<file path="config.mk">
export PLATFORM = sky130hd
export DESIGN_NAME = axi_rt_unit
export DESIGN_NICKNAME = d
export VERILOG_FILES = /design/src/design/rt_pkg.sv /design/src/design/rt_if.sv /design/src/design/rt_cfg_regs.sv /design/src/design/rt_req_decode.sv /design/src/design/rt_budget_counter.sv /design/src/design/rt_channel_gate.sv /design/src/design/axi_rt_unit.sv
export SDC_FILE = /design/constraint.sdc
export NUM_CORES = 2
export LEC_CHECK = 0
export CAP_MARGIN = 20
export CORE_UTILIZATION = 45
export DETAILED_ROUTE_END_ITERATION = 10
export DONT_BUFFER_PORTS = 1
export MAX_ROUTING_LAYER = met4
export PLACE_DENSITY_LB_ADDON = 0.25
export SETUP_SLACK_MARGIN = 0.2
export SLEW_MARGIN = 25
export SYNTH_ARGS = -nofsm -noshare
export SYNTH_HDL_FRONTEND = slang
export SYNTH_SLANG_ARGS = --single-unit
</file>
<file path="constraint.sdc">
create_clock -name clk_i -period 11.88 [get_ports clk_i]
set_clock_uncertainty 0.2 [all_clocks]
set_input_delay 2.376 -clock clk_i [delete_from_list [all_inputs] [get_ports clk_i]]
set_output_delay 2.376 -clock clk_i [all_outputs]
set_load 0.005 [all_outputs]
</file>
<file path="src/design/rt_pkg.sv">
package rt_pkg;

  // axi address and config data
  typedef logic [31:0] rt_addr_t;
  typedef logic [31:0] rt_data_t;

  // burst shape
  typedef logic [7:0]  rt_len_t;
  typedef logic [2:0]  rt_size_t;

  // up to one 4 KiB burst
  typedef logic [12:0] rt_bytes_t;

  typedef logic [31:0] rt_budget_t;

  // one region with an inclusive last address
  typedef struct packed {
    rt_addr_t   base;
    rt_addr_t   last;
    rt_budget_t budget;
    rt_budget_t period;
  } rt_region_t;

  typedef enum logic {
    CHAN_AW = 1'b0,
    CHAN_AR = 1'b1
  } rt_chan_e;

  typedef enum logic [1:0] {
    FIELD_BASE   = 2'd0,
    FIELD_LAST   = 2'd1,
    FIELD_BUDGET = 2'd2,
    FIELD_PERIOD = 2'd3
  } rt_field_e;

  typedef enum logic [1:0] {
    RESP_OKAY   = 2'b00,
    RESP_SLVERR = 2'b10
  } rt_resp_e;

  // config port sequencing
  typedef enum logic {
    WR_IDLE,
    WR_RESP
  } rt_wr_state_e;

  typedef enum logic {
    RD_IDLE,
    RD_RESP
  } rt_rd_state_e;

  // bytes between region register blocks
  localparam int RegionStride = 16;

  // region index width of at least one bit
  function automatic int rt_idx_width(int n);
    return (n > 1) ? $clog2(n) : 1;
  endfunction

endpackage

</file>
<file path="src/design/rt_if.sv">
`timescale 1ns/1ps

interface rt_req_if import rt_pkg::*; #(
  parameter int NumRegions = 4
) ();

  localparam int RegionW = rt_idx_width(NumRegions);

  // selected request
  logic               valid;
  rt_chan_e           chan;
  logic               hit;
  logic [RegionW-1:0] region;
  rt_bytes_t          bytes;

  // admitted master handshake
  logic               fire;

  modport decode (
    output valid, chan, hit, region, bytes,
    input  fire
  );

  modport counter (
    input hit, region, bytes, fire
  );

  modport gate (
    input  valid, chan, hit, region,
    output fire
  );

endinterface

</file>
<file path="src/design/rt_cfg_regs.sv">
`timescale 1ns/1ps

module rt_cfg_regs import rt_pkg::*; #(
  parameter int NumRegions = 4
) (
  input  logic                        clk_i,
  input  logic                        rst_i,
  input  rt_addr_t                    cfg_awaddr_i,
  input  logic                        cfg_awvalid_i,
  output logic                        cfg_awready_o,
  input  rt_data_t                    cfg_wdata_i,
  input  logic [3:0]                  cfg_wstrb_i,
  input  logic                        cfg_wvalid_i,
  output logic                        cfg_wready_o,
  output rt_resp_e                    cfg_bresp_o,
  output logic                        cfg_bvalid_o,
  input  logic                        cfg_bready_i,
  input  rt_addr_t                    cfg_araddr_i,
  input  logic                        cfg_arvalid_i,
  output logic                        cfg_arready_o,
  output rt_data_t                    cfg_rdata_o,
  output rt_resp_e                    cfg_rresp_o,
  output logic                        cfg_rvalid_o,
  input  logic                        cfg_rready_i,
  output rt_region_t [NumRegions-1:0] region_cfg_o,
  output logic [NumRegions-1:0]       restart_o
);

  localparam int RegionW = rt_idx_width(NumRegions);
  localparam rt_addr_t SpaceEnd = rt_addr_t'(NumRegions * RegionStride);

  rt_wr_state_e wr_state_q;
  rt_rd_state_e rd_state_q;
  logic aw_have_q, w_have_q;
  rt_addr_t awaddr_q;
  rt_data_t wdata_q;
  logic [3:0] wstrb_q;
  rt_resp_e bresp_q, rresp_q;
  rt_data_t rdata_q;
  rt_region_t [NumRegions-1:0] region_q;
  logic [NumRegions-1:0] restart_q;

  logic aw_hs, w_hs, wr_go, ar_hs;
  rt_addr_t wr_addr;
  rt_data_t wr_data, wr_new;
  logic [3:0] wr_strb;
  logic wr_in_range, rd_in_range;
  logic [RegionW-1:0] wr_idx, rd_idx;
  rt_field_e wr_field, rd_field;

  function automatic rt_data_t field_value(rt_region_t r, rt_field_e f);
    rt_data_t v;
    case (f)
      FIELD_BASE:   v = r.base;
      FIELD_LAST:   v = r.last;
      FIELD_BUDGET: v = r.budget;
      default:      v = r.period;
    endcase
    return v;
  endfunction

  // byte-wise merge under wstrb
  function automatic rt_data_t merge_bytes(rt_data_t old_v, rt_data_t new_v, logic [3:0] strb);
    rt_data_t res;
    res = old_v;
    for (int b = 0; b < 4; b++) begin
      if (strb[b]) begin
        res[8*b +: 8] = new_v[8*b +: 8];
      end
    end
    return res;
  endfunction

  assign cfg_awready_o = (wr_state_q == WR_IDLE) && !aw_have_q;
  assign cfg_wready_o  = (wr_state_q == WR_IDLE) && !w_have_q;
  assign cfg_bvalid_o  = (wr_state_q == WR_RESP);
  assign cfg_bresp_o   = bresp_q;
  assign cfg_arready_o = (rd_state_q == RD_IDLE);
  assign cfg_rvalid_o  = (rd_state_q == RD_RESP);
  assign cfg_rdata_o   = rdata_q;
  assign cfg_rresp_o   = rresp_q;
  assign region_cfg_o  = region_q;
  assign restart_o     = restart_q;

  assign aw_hs = cfg_awvalid_i && cfg_awready_o;
  assign w_hs  = cfg_wvalid_i && cfg_wready_o;
  assign ar_hs = cfg_arvalid_i && cfg_arready_o;
  // both halves present as stored or arriving now
  assign wr_go = (wr_state_q == WR_IDLE) && (aw_hs || aw_have_q) && (w_hs || w_have_q);

  assign wr_addr     = aw_hs ? cfg_awaddr_i : awaddr_q;
  assign wr_data     = w_hs ? cfg_wdata_i : wdata_q;
  assign wr_strb     = w_hs ? cfg_wstrb_i : wstrb_q;
  assign wr_in_range = wr_addr < SpaceEnd;
  assign wr_idx      = wr_addr[RegionW+3:4];
  assign wr_field    = rt_field_e'(wr_addr[3:2]);
  assign wr_new      = merge_bytes(field_value(region_q[wr_idx], wr_field), wr_data, wr_strb);

  assign rd_in_range = cfg_araddr_i < SpaceEnd;
  assign rd_idx      = cfg_araddr_i[RegionW+3:4];
  assign rd_field    = rt_field_e'(cfg_araddr_i[3:2]);

  always_ff @(posedge clk_i) begin
    if (rst_i) begin
      wr_state_q <= WR_IDLE;
      rd_state_q <= RD_IDLE;
      aw_have_q  <= 1'b0;
      w_have_q   <= 1'b0;
      restart_q  <= '0;
      // empty match range until configured
      for (int r = 0; r < NumRegions; r++) begin
        region_q[r] <= '{base: '1, last: '0, budget: '0, period: '0};
      end
    end else begin
      restart_q <= '0;
      case (wr_state_q)
        WR_IDLE: begin
          if (wr_go) begin
            wr_state_q <= WR_RESP;
            aw_have_q  <= 1'b0;
            w_have_q   <= 1'b0;
            if (wr_in_range) begin
              restart_q[wr_idx] <= 1'b1;
              case (wr_field)
                FIELD_BASE:   region_q[wr_idx].base   <= wr_new;
                FIELD_LAST:   region_q[wr_idx].last   <= wr_new;
                FIELD_BUDGET: region_q[wr_idx].budget <= wr_new;
                default:      region_q[wr_idx].period <= wr_new;
              endcase
            end
          end else begin
            if (aw_hs) aw_have_q <= 1'b1;
            if (w_hs) w_have_q <= 1'b1;
          end
        end
        default: begin
          if (cfg_bready_i) wr_state_q <= WR_IDLE;
        end
      endcase
      case (rd_state_q)
        RD_IDLE: if (ar_hs) rd_state_q <= RD_RESP;
        default: if (cfg_rready_i) rd_state_q <= RD_IDLE;
      endcase
    end
  end

  always_ff @(posedge clk_i) begin
    if (aw_hs) awaddr_q <= cfg_awaddr_i;
    if (w_hs) begin
      wdata_q <= cfg_wdata_i;
      wstrb_q <= cfg_wstrb_i;
    end
    if (wr_go) bresp_q <= wr_in_range ? RESP_OKAY : RESP_SLVERR;
    if (ar_hs) begin
      rresp_q <= rd_in_range ? RESP_OKAY : RESP_SLVERR;
      rdata_q <= rd_in_range ? field_value(region_q[rd_idx], rd_field) : '0;
    end
  end

  // no half of the next write is taken while B is pending
  a_no_half_during_b: assert property (@(posedge clk_i) disable iff (rst_i)
    cfg_bvalid_o |-> !aw_have_q && !w_have_q);

endmodule

</file>
<file path="src/design/rt_req_decode.sv">
`timescale 1ns/1ps

module rt_req_decode import rt_pkg::*; #(
  parameter int NumRegions = 4
) (
  input  logic                        clk_i,
  input  logic                        rst_i,
  input  rt_addr_t                    slv_aw_addr_i,
  input  rt_len_t                     slv_aw_len_i,
  input  rt_size_t                    slv_aw_size_i,
  input  logic                        slv_aw_valid_i,
  input  rt_addr_t                    slv_ar_addr_i,
  input  rt_len_t                     slv_ar_len_i,
  input  rt_size_t                    slv_ar_size_i,
  input  logic                        slv_ar_valid_i,
  input  rt_region_t [NumRegions-1:0] region_cfg_i,
  rt_req_if.decode                    req
);

  localparam int RegionW = rt_idx_width(NumRegions);

  rt_chan_e rr_q, sel_q, chan;
  logic held_q;
  rt_addr_t sel_addr;
  rt_len_t sel_len;
  rt_size_t sel_size;
  logic [15:0] beats;

  // a held request keeps its channel until it fires
  always_comb begin
    if (held_q) begin
      chan = sel_q;
    end else if (slv_aw_valid_i && slv_ar_valid_i) begin
      chan = rr_q;
    end else if (slv_ar_valid_i) begin
      chan = CHAN_AR;
    end else begin
      chan = CHAN_AW;
    end
  end

  assign sel_addr = (chan == CHAN_AW) ? slv_aw_addr_i : slv_ar_addr_i;
  assign sel_len  = (chan == CHAN_AW) ? slv_aw_len_i : slv_ar_len_i;
  assign sel_size = (chan == CHAN_AW) ? slv_aw_size_i : slv_ar_size_i;
  assign beats    = {8'd0, sel_len} + 16'd1;

  assign req.chan  = chan;
  assign req.valid = (chan == CHAN_AW) ? slv_aw_valid_i : slv_ar_valid_i;
  assign req.bytes = rt_bytes_t'(beats << sel_size);

  // lowest matching region wins
  always_comb begin
    req.hit    = 1'b0;
    req.region = '0;
    for (int i = NumRegions - 1; i >= 0; i--) begin
      if (region_cfg_i[i].base <= sel_addr && region_cfg_i[i].last >= sel_addr) begin
        req.hit    = 1'b1;
        req.region = RegionW'(i);
      end
    end
  end

  always_ff @(posedge clk_i) begin
    if (rst_i) begin
      rr_q   <= CHAN_AW;
      sel_q  <= CHAN_AW;
      held_q <= 1'b0;
    end else begin
      sel_q  <= chan;
      held_q <= req.valid && !req.fire;
      // prefer the other channel after a grant
      if (req.fire) begin
        rr_q <= (chan == CHAN_AW) ? CHAN_AR : CHAN_AW;
      end
    end
  end

  a_chan_stable: assert property (@(posedge clk_i) disable iff (rst_i)
    req.valid && !req.fire |=> $stable(req.chan));

endmodule

</file>
<file path="src/design/rt_budget_counter.sv">
`timescale 1ns/1ps

module rt_budget_counter import rt_pkg::*; #(
  parameter int NumRegions = 4,
  parameter int Index      = 0
) (
  input  logic       clk_i,
  input  logic       rst_i,
  input  rt_region_t region_cfg_i,
  input  logic       restart_i,
  rt_req_if.counter  req,
  output logic       budget_ok_o
);

  localparam int RegionW = rt_idx_width(NumRegions);

  rt_budget_t cnt_q;
  rt_budget_t remain_q, remain_d;
  rt_budget_t base, spend, req_bytes;
  logic refill, fire_here;

  assign req_bytes = rt_budget_t'(req.bytes);
  assign fire_here = req.fire && req.hit && (req.region == RegionW'(Index));
  // period rollover or a config write
  assign refill    = restart_i || (cnt_q == region_cfg_i.period);

  // subtract what fired this cycle and floor at zero
  always_comb begin
    base     = refill ? region_cfg_i.budget : remain_q;
    spend    = fire_here ? req_bytes : '0;
    remain_d = (spend > base) ? '0 : base - spend;
  end

  always_ff @(posedge clk_i) begin
    if (rst_i) begin
      cnt_q    <= '0;
      remain_q <= '0;
    end else begin
      cnt_q    <= refill ? '0 : cnt_q + rt_budget_t'(1);
      remain_q <= remain_d;
    end
  end

  // fresh budget admits one oversize burst
  assign budget_ok_o = (req_bytes <= remain_q) || (remain_q == region_cfg_i.budget);

  // a lowered budget is caught by the restart that comes with it
  a_remain_bounded: assert property (@(posedge clk_i) disable iff (rst_i)
    !restart_i |-> remain_q <= region_cfg_i.budget);

endmodule

</file>
<file path="src/design/rt_channel_gate.sv">
`timescale 1ns/1ps

module rt_channel_gate import rt_pkg::*; #(
  parameter int NumRegions = 4
) (
  input  logic                  clk_i,
  input  logic                  rst_i,
  rt_req_if.gate                req,
  input  logic [NumRegions-1:0] budget_ok_i,
  input  rt_addr_t              slv_aw_addr_i,
  input  rt_len_t               slv_aw_len_i,
  input  rt_size_t              slv_aw_size_i,
  output logic                  slv_aw_ready_o,
  input  rt_addr_t              slv_ar_addr_i,
  input  rt_len_t               slv_ar_len_i,
  input  rt_size_t              slv_ar_size_i,
  output logic                  slv_ar_ready_o,
  output rt_addr_t              mst_aw_addr_o,
  output rt_len_t               mst_aw_len_o,
  output rt_size_t              mst_aw_size_o,
  output logic                  mst_aw_valid_o,
  input  logic                  mst_aw_ready_i,
  output rt_addr_t              mst_ar_addr_o,
  output rt_len_t               mst_ar_len_o,
  output rt_size_t              mst_ar_size_o,
  output logic                  mst_ar_valid_o,
  input  logic                  mst_ar_ready_i
);

  logic admit;

  // unmatched traffic is never throttled
  assign admit = req.valid && (!req.hit || budget_ok_i[req.region]);

  assign mst_aw_valid_o = admit && (req.chan == CHAN_AW);
  assign mst_ar_valid_o = admit && (req.chan == CHAN_AR);

  assign mst_aw_addr_o = slv_aw_addr_i;
  assign mst_aw_len_o  = slv_aw_len_i;
  assign mst_aw_size_o = slv_aw_size_i;
  assign mst_ar_addr_o = slv_ar_addr_i;
  assign mst_ar_len_o  = slv_ar_len_i;
  assign mst_ar_size_o = slv_ar_size_i;

  // ready only for the channel being forwarded
  assign slv_aw_ready_o = mst_aw_valid_o && mst_aw_ready_i;
  assign slv_ar_ready_o = mst_ar_valid_o && mst_ar_ready_i;
  assign req.fire       = slv_aw_ready_o || slv_ar_ready_o;

  property p_valid_hold(logic vld, logic rdy, logic [42:0] fields);
    @(posedge clk_i) disable iff (rst_i)
      vld && !rdy |=> vld && $stable(fields);
  endproperty

  a_aw_hold: assert property (p_valid_hold(mst_aw_valid_o, mst_aw_ready_i,
    {mst_aw_addr_o, mst_aw_len_o, mst_aw_size_o}));
  a_ar_hold: assert property (p_valid_hold(mst_ar_valid_o, mst_ar_ready_i,
    {mst_ar_addr_o, mst_ar_len_o, mst_ar_size_o}));

endmodule

</file>
<file path="src/design/axi_rt_unit.sv">
`timescale 1ns/1ps

module axi_rt_unit import rt_pkg::*; #(
  parameter int NumRegions = 4
) (
  input  logic       clk_i,
  input  logic       rst_i,
  // config port
  input  rt_addr_t   cfg_awaddr_i,
  input  logic       cfg_awvalid_i,
  output logic       cfg_awready_o,
  input  rt_data_t   cfg_wdata_i,
  input  logic [3:0] cfg_wstrb_i,
  input  logic       cfg_wvalid_i,
  output logic       cfg_wready_o,
  output rt_resp_e   cfg_bresp_o,
  output logic       cfg_bvalid_o,
  input  logic       cfg_bready_i,
  input  rt_addr_t   cfg_araddr_i,
  input  logic       cfg_arvalid_i,
  output logic       cfg_arready_o,
  output rt_data_t   cfg_rdata_o,
  output rt_resp_e   cfg_rresp_o,
  output logic       cfg_rvalid_o,
  input  logic       cfg_rready_i,
  // slave side
  input  rt_addr_t   slv_aw_addr_i,
  input  rt_len_t    slv_aw_len_i,
  input  rt_size_t   slv_aw_size_i,
  input  logic       slv_aw_valid_i,
  output logic       slv_aw_ready_o,
  input  rt_addr_t   slv_ar_addr_i,
  input  rt_len_t    slv_ar_len_i,
  input  rt_size_t   slv_ar_size_i,
  input  logic       slv_ar_valid_i,
  output logic       slv_ar_ready_o,
  // master side
  output rt_addr_t   mst_aw_addr_o,
  output rt_len_t    mst_aw_len_o,
  output rt_size_t   mst_aw_size_o,
  output logic       mst_aw_valid_o,
  input  logic       mst_aw_ready_i,
  output rt_addr_t   mst_ar_addr_o,
  output rt_len_t    mst_ar_len_o,
  output rt_size_t   mst_ar_size_o,
  output logic       mst_ar_valid_o,
  input  logic       mst_ar_ready_i
);

  rt_region_t [NumRegions-1:0] region_cfg;
  logic [NumRegions-1:0] restart;
  logic [NumRegions-1:0] budget_ok;

  rt_req_if #(.NumRegions(NumRegions)) req_if ();

  rt_cfg_regs #(.NumRegions(NumRegions)) i_cfg_regs (
    .clk_i, .rst_i,
    .cfg_awaddr_i, .cfg_awvalid_i, .cfg_awready_o,
    .cfg_wdata_i, .cfg_wstrb_i, .cfg_wvalid_i, .cfg_wready_o,
    .cfg_bresp_o, .cfg_bvalid_o, .cfg_bready_i,
    .cfg_araddr_i, .cfg_arvalid_i, .cfg_arready_o,
    .cfg_rdata_o, .cfg_rresp_o, .cfg_rvalid_o, .cfg_rready_i,
    .region_cfg_o (region_cfg),
    .restart_o    (restart)
  );

  rt_req_decode #(.NumRegions(NumRegions)) i_req_decode (
    .clk_i, .rst_i,
    .slv_aw_addr_i, .slv_aw_len_i, .slv_aw_size_i, .slv_aw_valid_i,
    .slv_ar_addr_i, .slv_ar_len_i, .slv_ar_size_i, .slv_ar_valid_i,
    .region_cfg_i (region_cfg),
    .req          (req_if.decode)
  );

  // one budget tracker per region
  for (genvar i = 0; i < NumRegions; i++) begin : g_counter
    rt_budget_counter #(
      .NumRegions (NumRegions),
      .Index      (i)
    ) i_budget_counter (
      .clk_i, .rst_i,
      .region_cfg_i (region_cfg[i]),
      .restart_i    (restart[i]),
      .req          (req_if.counter),
      .budget_ok_o  (budget_ok[i])
    );
  end

  rt_channel_gate #(.NumRegions(NumRegions)) i_channel_gate (
    .clk_i, .rst_i,
    .req         (req_if.gate),
    .budget_ok_i (budget_ok),
    .slv_aw_addr_i, .slv_aw_len_i, .slv_aw_size_i, .slv_aw_ready_o,
    .slv_ar_addr_i, .slv_ar_len_i, .slv_ar_size_i, .slv_ar_ready_o,
    .mst_aw_addr_o, .mst_aw_len_o, .mst_aw_size_o, .mst_aw_valid_o, .mst_aw_ready_i,
    .mst_ar_addr_o, .mst_ar_len_o, .mst_ar_size_o, .mst_ar_valid_o, .mst_ar_ready_i
  );

endmodule

</file>
# After elaboration in Yosys (flattened, before gate mapping)
# Cells that the tools add are included.
[totals]
reg_bits = 883
output_inout_bits = 131
memories = 0
ramBits = 0
elab_cells = 213
romBits = 0
latchBits = 0
[op_classes]
addsub = 9
mux = 66
n_eq_ne = 15
bitwise_logic = 5
div_mod_pow = 0
mul = 0
magnitude_cmp = 22
shifts = 1
reduce_logical = 57
[ops]
columns = ["op", "count"]
rows = [
  ["512-bit bitwise mux", 4],
  ["512-bit one-hot mux with 3 select lines", 1],
  ["128-bit demux with 2-bit select", 4],
  ["128-bit binary-select mux with 2-bit select", 2],
  ["128-bit two-way mux", 3],
  ["32-bit equality test", 8],
  ["32-bit two-way mux", 8],
  ["32-bit one-hot mux with 3 select lines", 2],
  ["32-bit by 1-bit adder with 32-bit output (second input constant)", 4],
  ["32-bit >= comparator", 4],
  ["32-bit greater-than comparator", 4],
  ["13-bit by 32-bit less-or-equal comparator with 1-bit output", 4],
  ["32-bit less-or-equal comparator", 4],
  ["32-bit subtractor", 4],
  ["96-bit two-way mux", 1],
  ["32-bit by 7-bit less-than comparator with 1-bit output (second input constant)", 2],
  ["64-bit two-way mux", 1],
  ["13-bit two-way mux", 4],
  ["8-bit two-way mux", 5],
  ["1-bit logical AND", 24],
  ["1-bit two-way mux", 21],
  ["2-bit OR reduction", 8],
  ["16-bit by 3-bit << shifter with 13-bit output", 1],
  ["1-bit logical OR", 12],
  ["other kinds (17)", 40],
]

# Logic depth before layout (Yosys ltp)
[logic_depth]
ltp_word = 22
mapped_depth = 38

# Cells and area by module
# From an unflattened synthesis, not the netlist that was laid out.
[unflattened]
hier_cells = 6625
area_unflattened_um2 = 59161.7
[modules_own_cells]
columns = ["mod", "area_per_inst_um2", "instances", "cells_each", "seq_area_each_um2"]
rows = [
  ["rt_cfg_regs", 31981.9, 1, 3281, 12752.2],
  ["rt_budget_counter at g_counter[1].i_budget_counter ...", 4857.2, 2, 601, 1281.2],
  ["rt_req_decode", 6965.4, 1, 843, 60.1],
  ["rt_budget_counter at g_counter[0].i_budget_counter", 4878.4, 1, 601, 1281.2],
  ["rt_budget_counter at g_counter[3].i_budget_counter", 4878.4, 1, 600, 1281.2],
  ["rt_channel_gate", 743.2, 1, 98, 0.0],
]

# Worst setup path after synthesis
# No wires, ideal clock.
[synth_path]
kind = "input -> register"
start = "in slv_aw_valid_i"
end = "reg g_counter[1].i_budget_counter.remain_q[2]"
path_slack_ns = 1.160
t_arrival_ns = 10.390
n_path_buf = 6
setup_ns = 0.130
required_ns = 11.550
stages = 34
path_cell_list = "nor2b_1 o21ai_0 buf_1 clkbuf_1 clkbuf_1 buf_1 nand2_1 nand2_1 ha_1 o211ai_1 xnor2_1 mux2i_1 nor2_1 o31ai_1 ha_1 nand4_1 a21oi_1 a2111oi_0 a2bb2oi_1 nor3_1 o21a_1 a2111oi_0 clkbuf_1 nand2_1 ha_1 a211oi_1 a211o_1 a311o_1 a21oi_1 a21oi_1 nand4_1 o21ai_1 clkbuf_1 nor3_1"
[synth_via]
elab_chain_len = 22
[synth_lines]
columns = ["item", "line", "text"]
rows = [
  ["from (decl)", "axi_rt_unit.sv:30", "input logic slv_aw_valid_i,"],
  ["parallel branches: the longest is 19 deep, another holds 13-bit by 32-bit less-or-equal comparator with 1-bit output", "--", ""],
  ["13-bit two-way mux (*)", "rt_budget_counter.sv:30", "spend = fire_here ? req_bytes : '0;"],
  ["32-bit greater-than comparator", "rt_budget_counter.sv:31", "remain_d = (spend > base) ? '0 : base - spend;"],
  ["2-bit OR reduction (no source line)", "--", ""],
  ["to (signal assigned)", "rt_budget_counter.sv:40", "remain_q <= remain_d;"],
  ["to (decl)", "rt_budget_counter.sv:18", "rt_budget_t remain_q, remain_d;"],
]
# Mark *: on every way between the ends. The select of a mux whose other input is x is not followed.
# A chain may end at the register's enable or synchronous reset.

# Worst setup path after layout
[layout_path]
start = "in slv_aw_valid_i"
end = "reg g_counter[3].i_budget_counter.remain_q[12]"
[layout_via]
elab_chain_len = 22
[layout_lines]
columns = ["item", "line"]
rows = [
  ["parallel branches: the longest is 19 deep, another holds 13-bit by 32-bit less-or-equal comparator with 1-bit output", "--"],
  ["13-bit two-way mux (*)", "rt_budget_counter.sv:30"],
  ["32-bit greater-than comparator", "rt_budget_counter.sv:31"],
  ["2-bit OR reduction (no source line)", "--"],
  ["to (signal assigned)", "rt_budget_counter.sv:40"],
  ["to (decl)", "rt_budget_counter.sv:18"],
]
# Marked as above.

==> reports/results.ini <==
[die]
initial_core_util = 0.4558
die_h_um = 357.0
io_pins = 328
die_w_um = 357.0
design.core.area_mm2 = 0.1244
rows = 129
dieArea_mm2 = 0.1275

[power]
power.share.sequential = 0.393
pwr-share-clk = 0.423
switching_share = 0.3067
p_leak_uw = 0.02289
ir_drop_v = 0.0001093
p_int_uw = 5362
pwr-share-comb = 0.184
power_switching_uw = 2372
power.density_mw_per_mm2 = 126.0

[sta]
fmax_mhz = 95.59
tns_ns = 0
worstMarginPinSlew_ns = 1.867
rsz0062_at_grt = no
hold_viol_final = 0
finalCritPeriodShare = 0.8806
slew-limit-headroom = -0.2444
setup_viol = 0
slew_violations = 168
fin_crit_ns = 10.46

[route]
viasPerCell = 6.184
wl_per_cell_um = 25.41
drt_iter0_markers = 5795
ant_nets = 0
drt_first_pass_iters = 6
vias = 49104
wirelength_um = 201800
drc_errors = 0

[cells_and_area]
fin_nets = 6789
num-fill-cells = 11717
area_growth_pct = 8.247
drive_gt1_frac = 0.1215
stdcell_count = 7940
utilization = 0.4934

[global_route]
met3_usage = 0.05199
busiest_layer = met2
met1_usage = 0.4164
antenna_found_initial = 5
grt_overflow = 0
grt_max_degree = 411
first_global_vias = 45444
grt_usage = 0.3190
grt_use_met2 = 0.4808
grt_pass1_wl_um = 296300

[critical_path]
cp-start-kind = primary input
path_depth = 27
startpoint = slv_aw_valid_i
crit_path_end_kind = flip-flop
worst-setup-path-type = in -> reg
reg2reg_from = i_req_decode.held_q
worst-path-buf-inv = 3
critPathArrivalTime_ns = 10.89
required_ns = 12.31
rr_endpoint = g_counter[3].i_budget_counter.remain_q[12]
critPathMaxStageDelay_ns = 0.81
reg2reg_slack_ns = 2.68
path_delay_family = compound AO/OA/AOI/OAI gates
crit_path_top_delay_cell = nor3_1
worst_r2r_path_depth = 27
endpoint = g_counter[3].i_budget_counter.remain_q[12]
worstPathMaxFanout = 23
crit_top_cell = buf_4

[synthesis]
synth-edff-count = 34
synth_top_area_share = 0.2982
netlist-cell-type-count = 80
synth_common_cells = nor2_1, dfxtp_1, nand2_1
yosysWarnings = 0
synth-seq-cells = 879
ys_seq_area_frac = 0.3162
synthFlopType = dfxtp_1
avgSynthCellArea_um2 = 8.738
synthArstFlopShare = 0
syn_inst = 6492
synth_top_area_cell = dfxtp_1
synthTopCellsByArea = dfxtp_1, ha_1, mux4_2, nor2_1, mux2i_1
yosysMostFrequentCell = nor2_1
syn-cell-area_mm2 = 0.05673

[cts]
cts_root_buf = clkbuf_16
cts_hold_buf = 0
htree_levels = 3
cts.sinks = 879
cts_made_buffers = 102
insertion_delay_ns = 0.73
clkTransAtPathRegs_ns = 0.06
cts_buffer_depth = 3
cts_resized = 0
cts_tree = done
postCtsSetupBuffers = 0

[status]
violations = slew limit
status = complete, but fails checks

[place]
dp.cells = 7756
io_buffers = 0
place.gp.congestion = 1.007
dpl.hpwl_um = 147900

[flow_run]
cap_violations = 0

[hold_path]
hold_path.class = reg -> reg

final cells by class:
cell class / count / area (um^2) / share of cell area
Antenna cell: 1 / 2.502 / 0.00004075
Clock buffer: 145 / 2985 / 0.04862
Multi-Input combinational cell: 4963 / 36380 / 0.5926
Clock inverter: 38 / 442.9 / 0.007213
Tap cell: 1637 / 2048 / 0.03336
Inverter: 143 / 546.8 / 0.008905
Timing Repair Buffer: 134 / 1056 / 0.01720
Sequential cell: 879 / 17940 / 0.2921
worst min-delay path by stage:
| stage | start | to | slack, ns | depth (start not counted) |
|---|---|---|---|---|
| finish | i_cfg_regs.wdata_q[14] | i_cfg_regs.wdata_q[14] | 0.27 | 1 |
| global route | i_cfg_regs.wdata_q[19] | i_cfg_regs.wdata_q[19] | 0.28 | 1 |
| CTS | i_cfg_regs.wdata_q[14] | i_cfg_regs.wdata_q[14] | 0.27 | 1 |
| detailed placement | i_cfg_regs.wdata_q[14] | i_cfg_regs.wdata_q[14] | 0.26 | 1 |
| global placement | i_cfg_regs.wdata_q[30] | i_cfg_regs.wdata_q[30] | 0.25 | 1 |
| floorplan | i_cfg_regs.wdata_q[14] | i_cfg_regs.wdata_q[14] | 0.24 | 1 |
kinds of logic after synthesis:
logic type               Yosys count  share of synthesized area
other                              1                 0.00006611
AND/OR/NAND/NOR                 2360                     0.1877
AO/OA/AOI/OAI                   1198                     0.1455
XOR/XNOR                         466                    0.07195
multiplexers                     568                     0.1452
flip-flops                       879                     0.3162
buffers and inverters            651                    0.05146
adder cells (fa/ha/maj)          369                    0.08192
metrics by stage:
step	cell area (um^2)	hold slack (ns)	total power (uW)	setup slack, ns
after CTS	61250	0.2725	7704	1.569
after global routing	61400	0.2802	7978	0.9956
after floorplan	56730	0.2445	4038	1.160
after global placement	57730	0.2522	4424	0.9139
after detailed placement	57820	0.2581	4459	0.8449
final	61400	0.2694	7735	1.419
power by group through the flow:
stage | clock [uW] | sequential (uW) | combinational, uW
3_3_place_gp | 0 | 3100 | 1320
5_1_grt | 3430 | 3040 | 1500
4_1_cts | 3310 | 3040 | 1360
6_report | 3270 | 3040 | 1420
3_5_place_dp | 0 | 3100 | 1360
2_1_floorplan | 0 | 3090 | 944
cells in the final DEF (no fill, tap or decap), types with 14 or more instances in the layout:
cell / Yosys / layout
nor2_1: 1026 / 1026
dfxtp_1: 845 / 845
nand2_1: 554 / 541
a21oi_1: 418 / 415
ha_1: 365 / 365
xnor2_1: 297 / 297
mux2i_1: 261 / 254
mux4_2: 192 / 192
nand3_1: 185 / 182
xor2_1: 169 / 169
a211oi_1: 167 / 167
o211ai_1: 142 / 142
inv_1: 141 / 140
nand4_1: 134 / 134
buf_4: 96 / 130
o21ai_0: 125 / 123
mux2_2: 114 / 114
nor3_1: 103 / 103
clkbuf_16: 0 / 103
nor2b_1: 97 / 95
a211oi_2: 71 / 71
nor4_1: 65 / 65
a21o_1: 60 / 60
or3_1: 40 / 40
and3_1: 35 / 35
a311o_1: 34 / 34
edfxtp_1: 34 / 34
a311oi_1: 32 / 32
nand2b_1: 27 / 27
a31oi_4: 0 / 27
clkbuf_8: 0 / 25
o21a_1: 24 / 24
and4_1: 21 / 21
a31oi_1: 31 / 19
clkbuf_1: 304 / 17
clkinv_2: 0 / 17
and2_1: 15 / 15
or4_1: 14 / 14
worst register-to-register path, cell delays in order (launching register included):
cell and delay (ns):
dfxtp_1 0.32, nand2b_1 0.18, o21ai_4 0.54, buf_4 0.51, mux2i_1 0.74, buf_4 0.31, ha_1 0.26, a211oi_1 0.19
o21ai_0 0.15, nor3_1 0.20, a21oi_1 0.09, nor3_1 0.81, o22ai_1 0.46, o211ai_1 0.64, a21oi_1 0.25, and4_1 0.25
ha_1 0.22, fa_1 0.38, nor2b_1 0.17, o21a_1 0.18, o2111ai_1 0.18, a31oi_1 0.32, a41oi_1 0.31, o2111ai_1 0.42
nor2_1 0.08, a21o_1 0.28, buf_4 0.28, nor3b_1 0.22
routing by layer:
metal,part of all wire,wire length (um)
met1,0.41,83220
met2,0.44,89190
met3,0.093,18710
met4,0.053,10680
met5,0,0
Note: power is estimated with default switching activity, not from simulation.
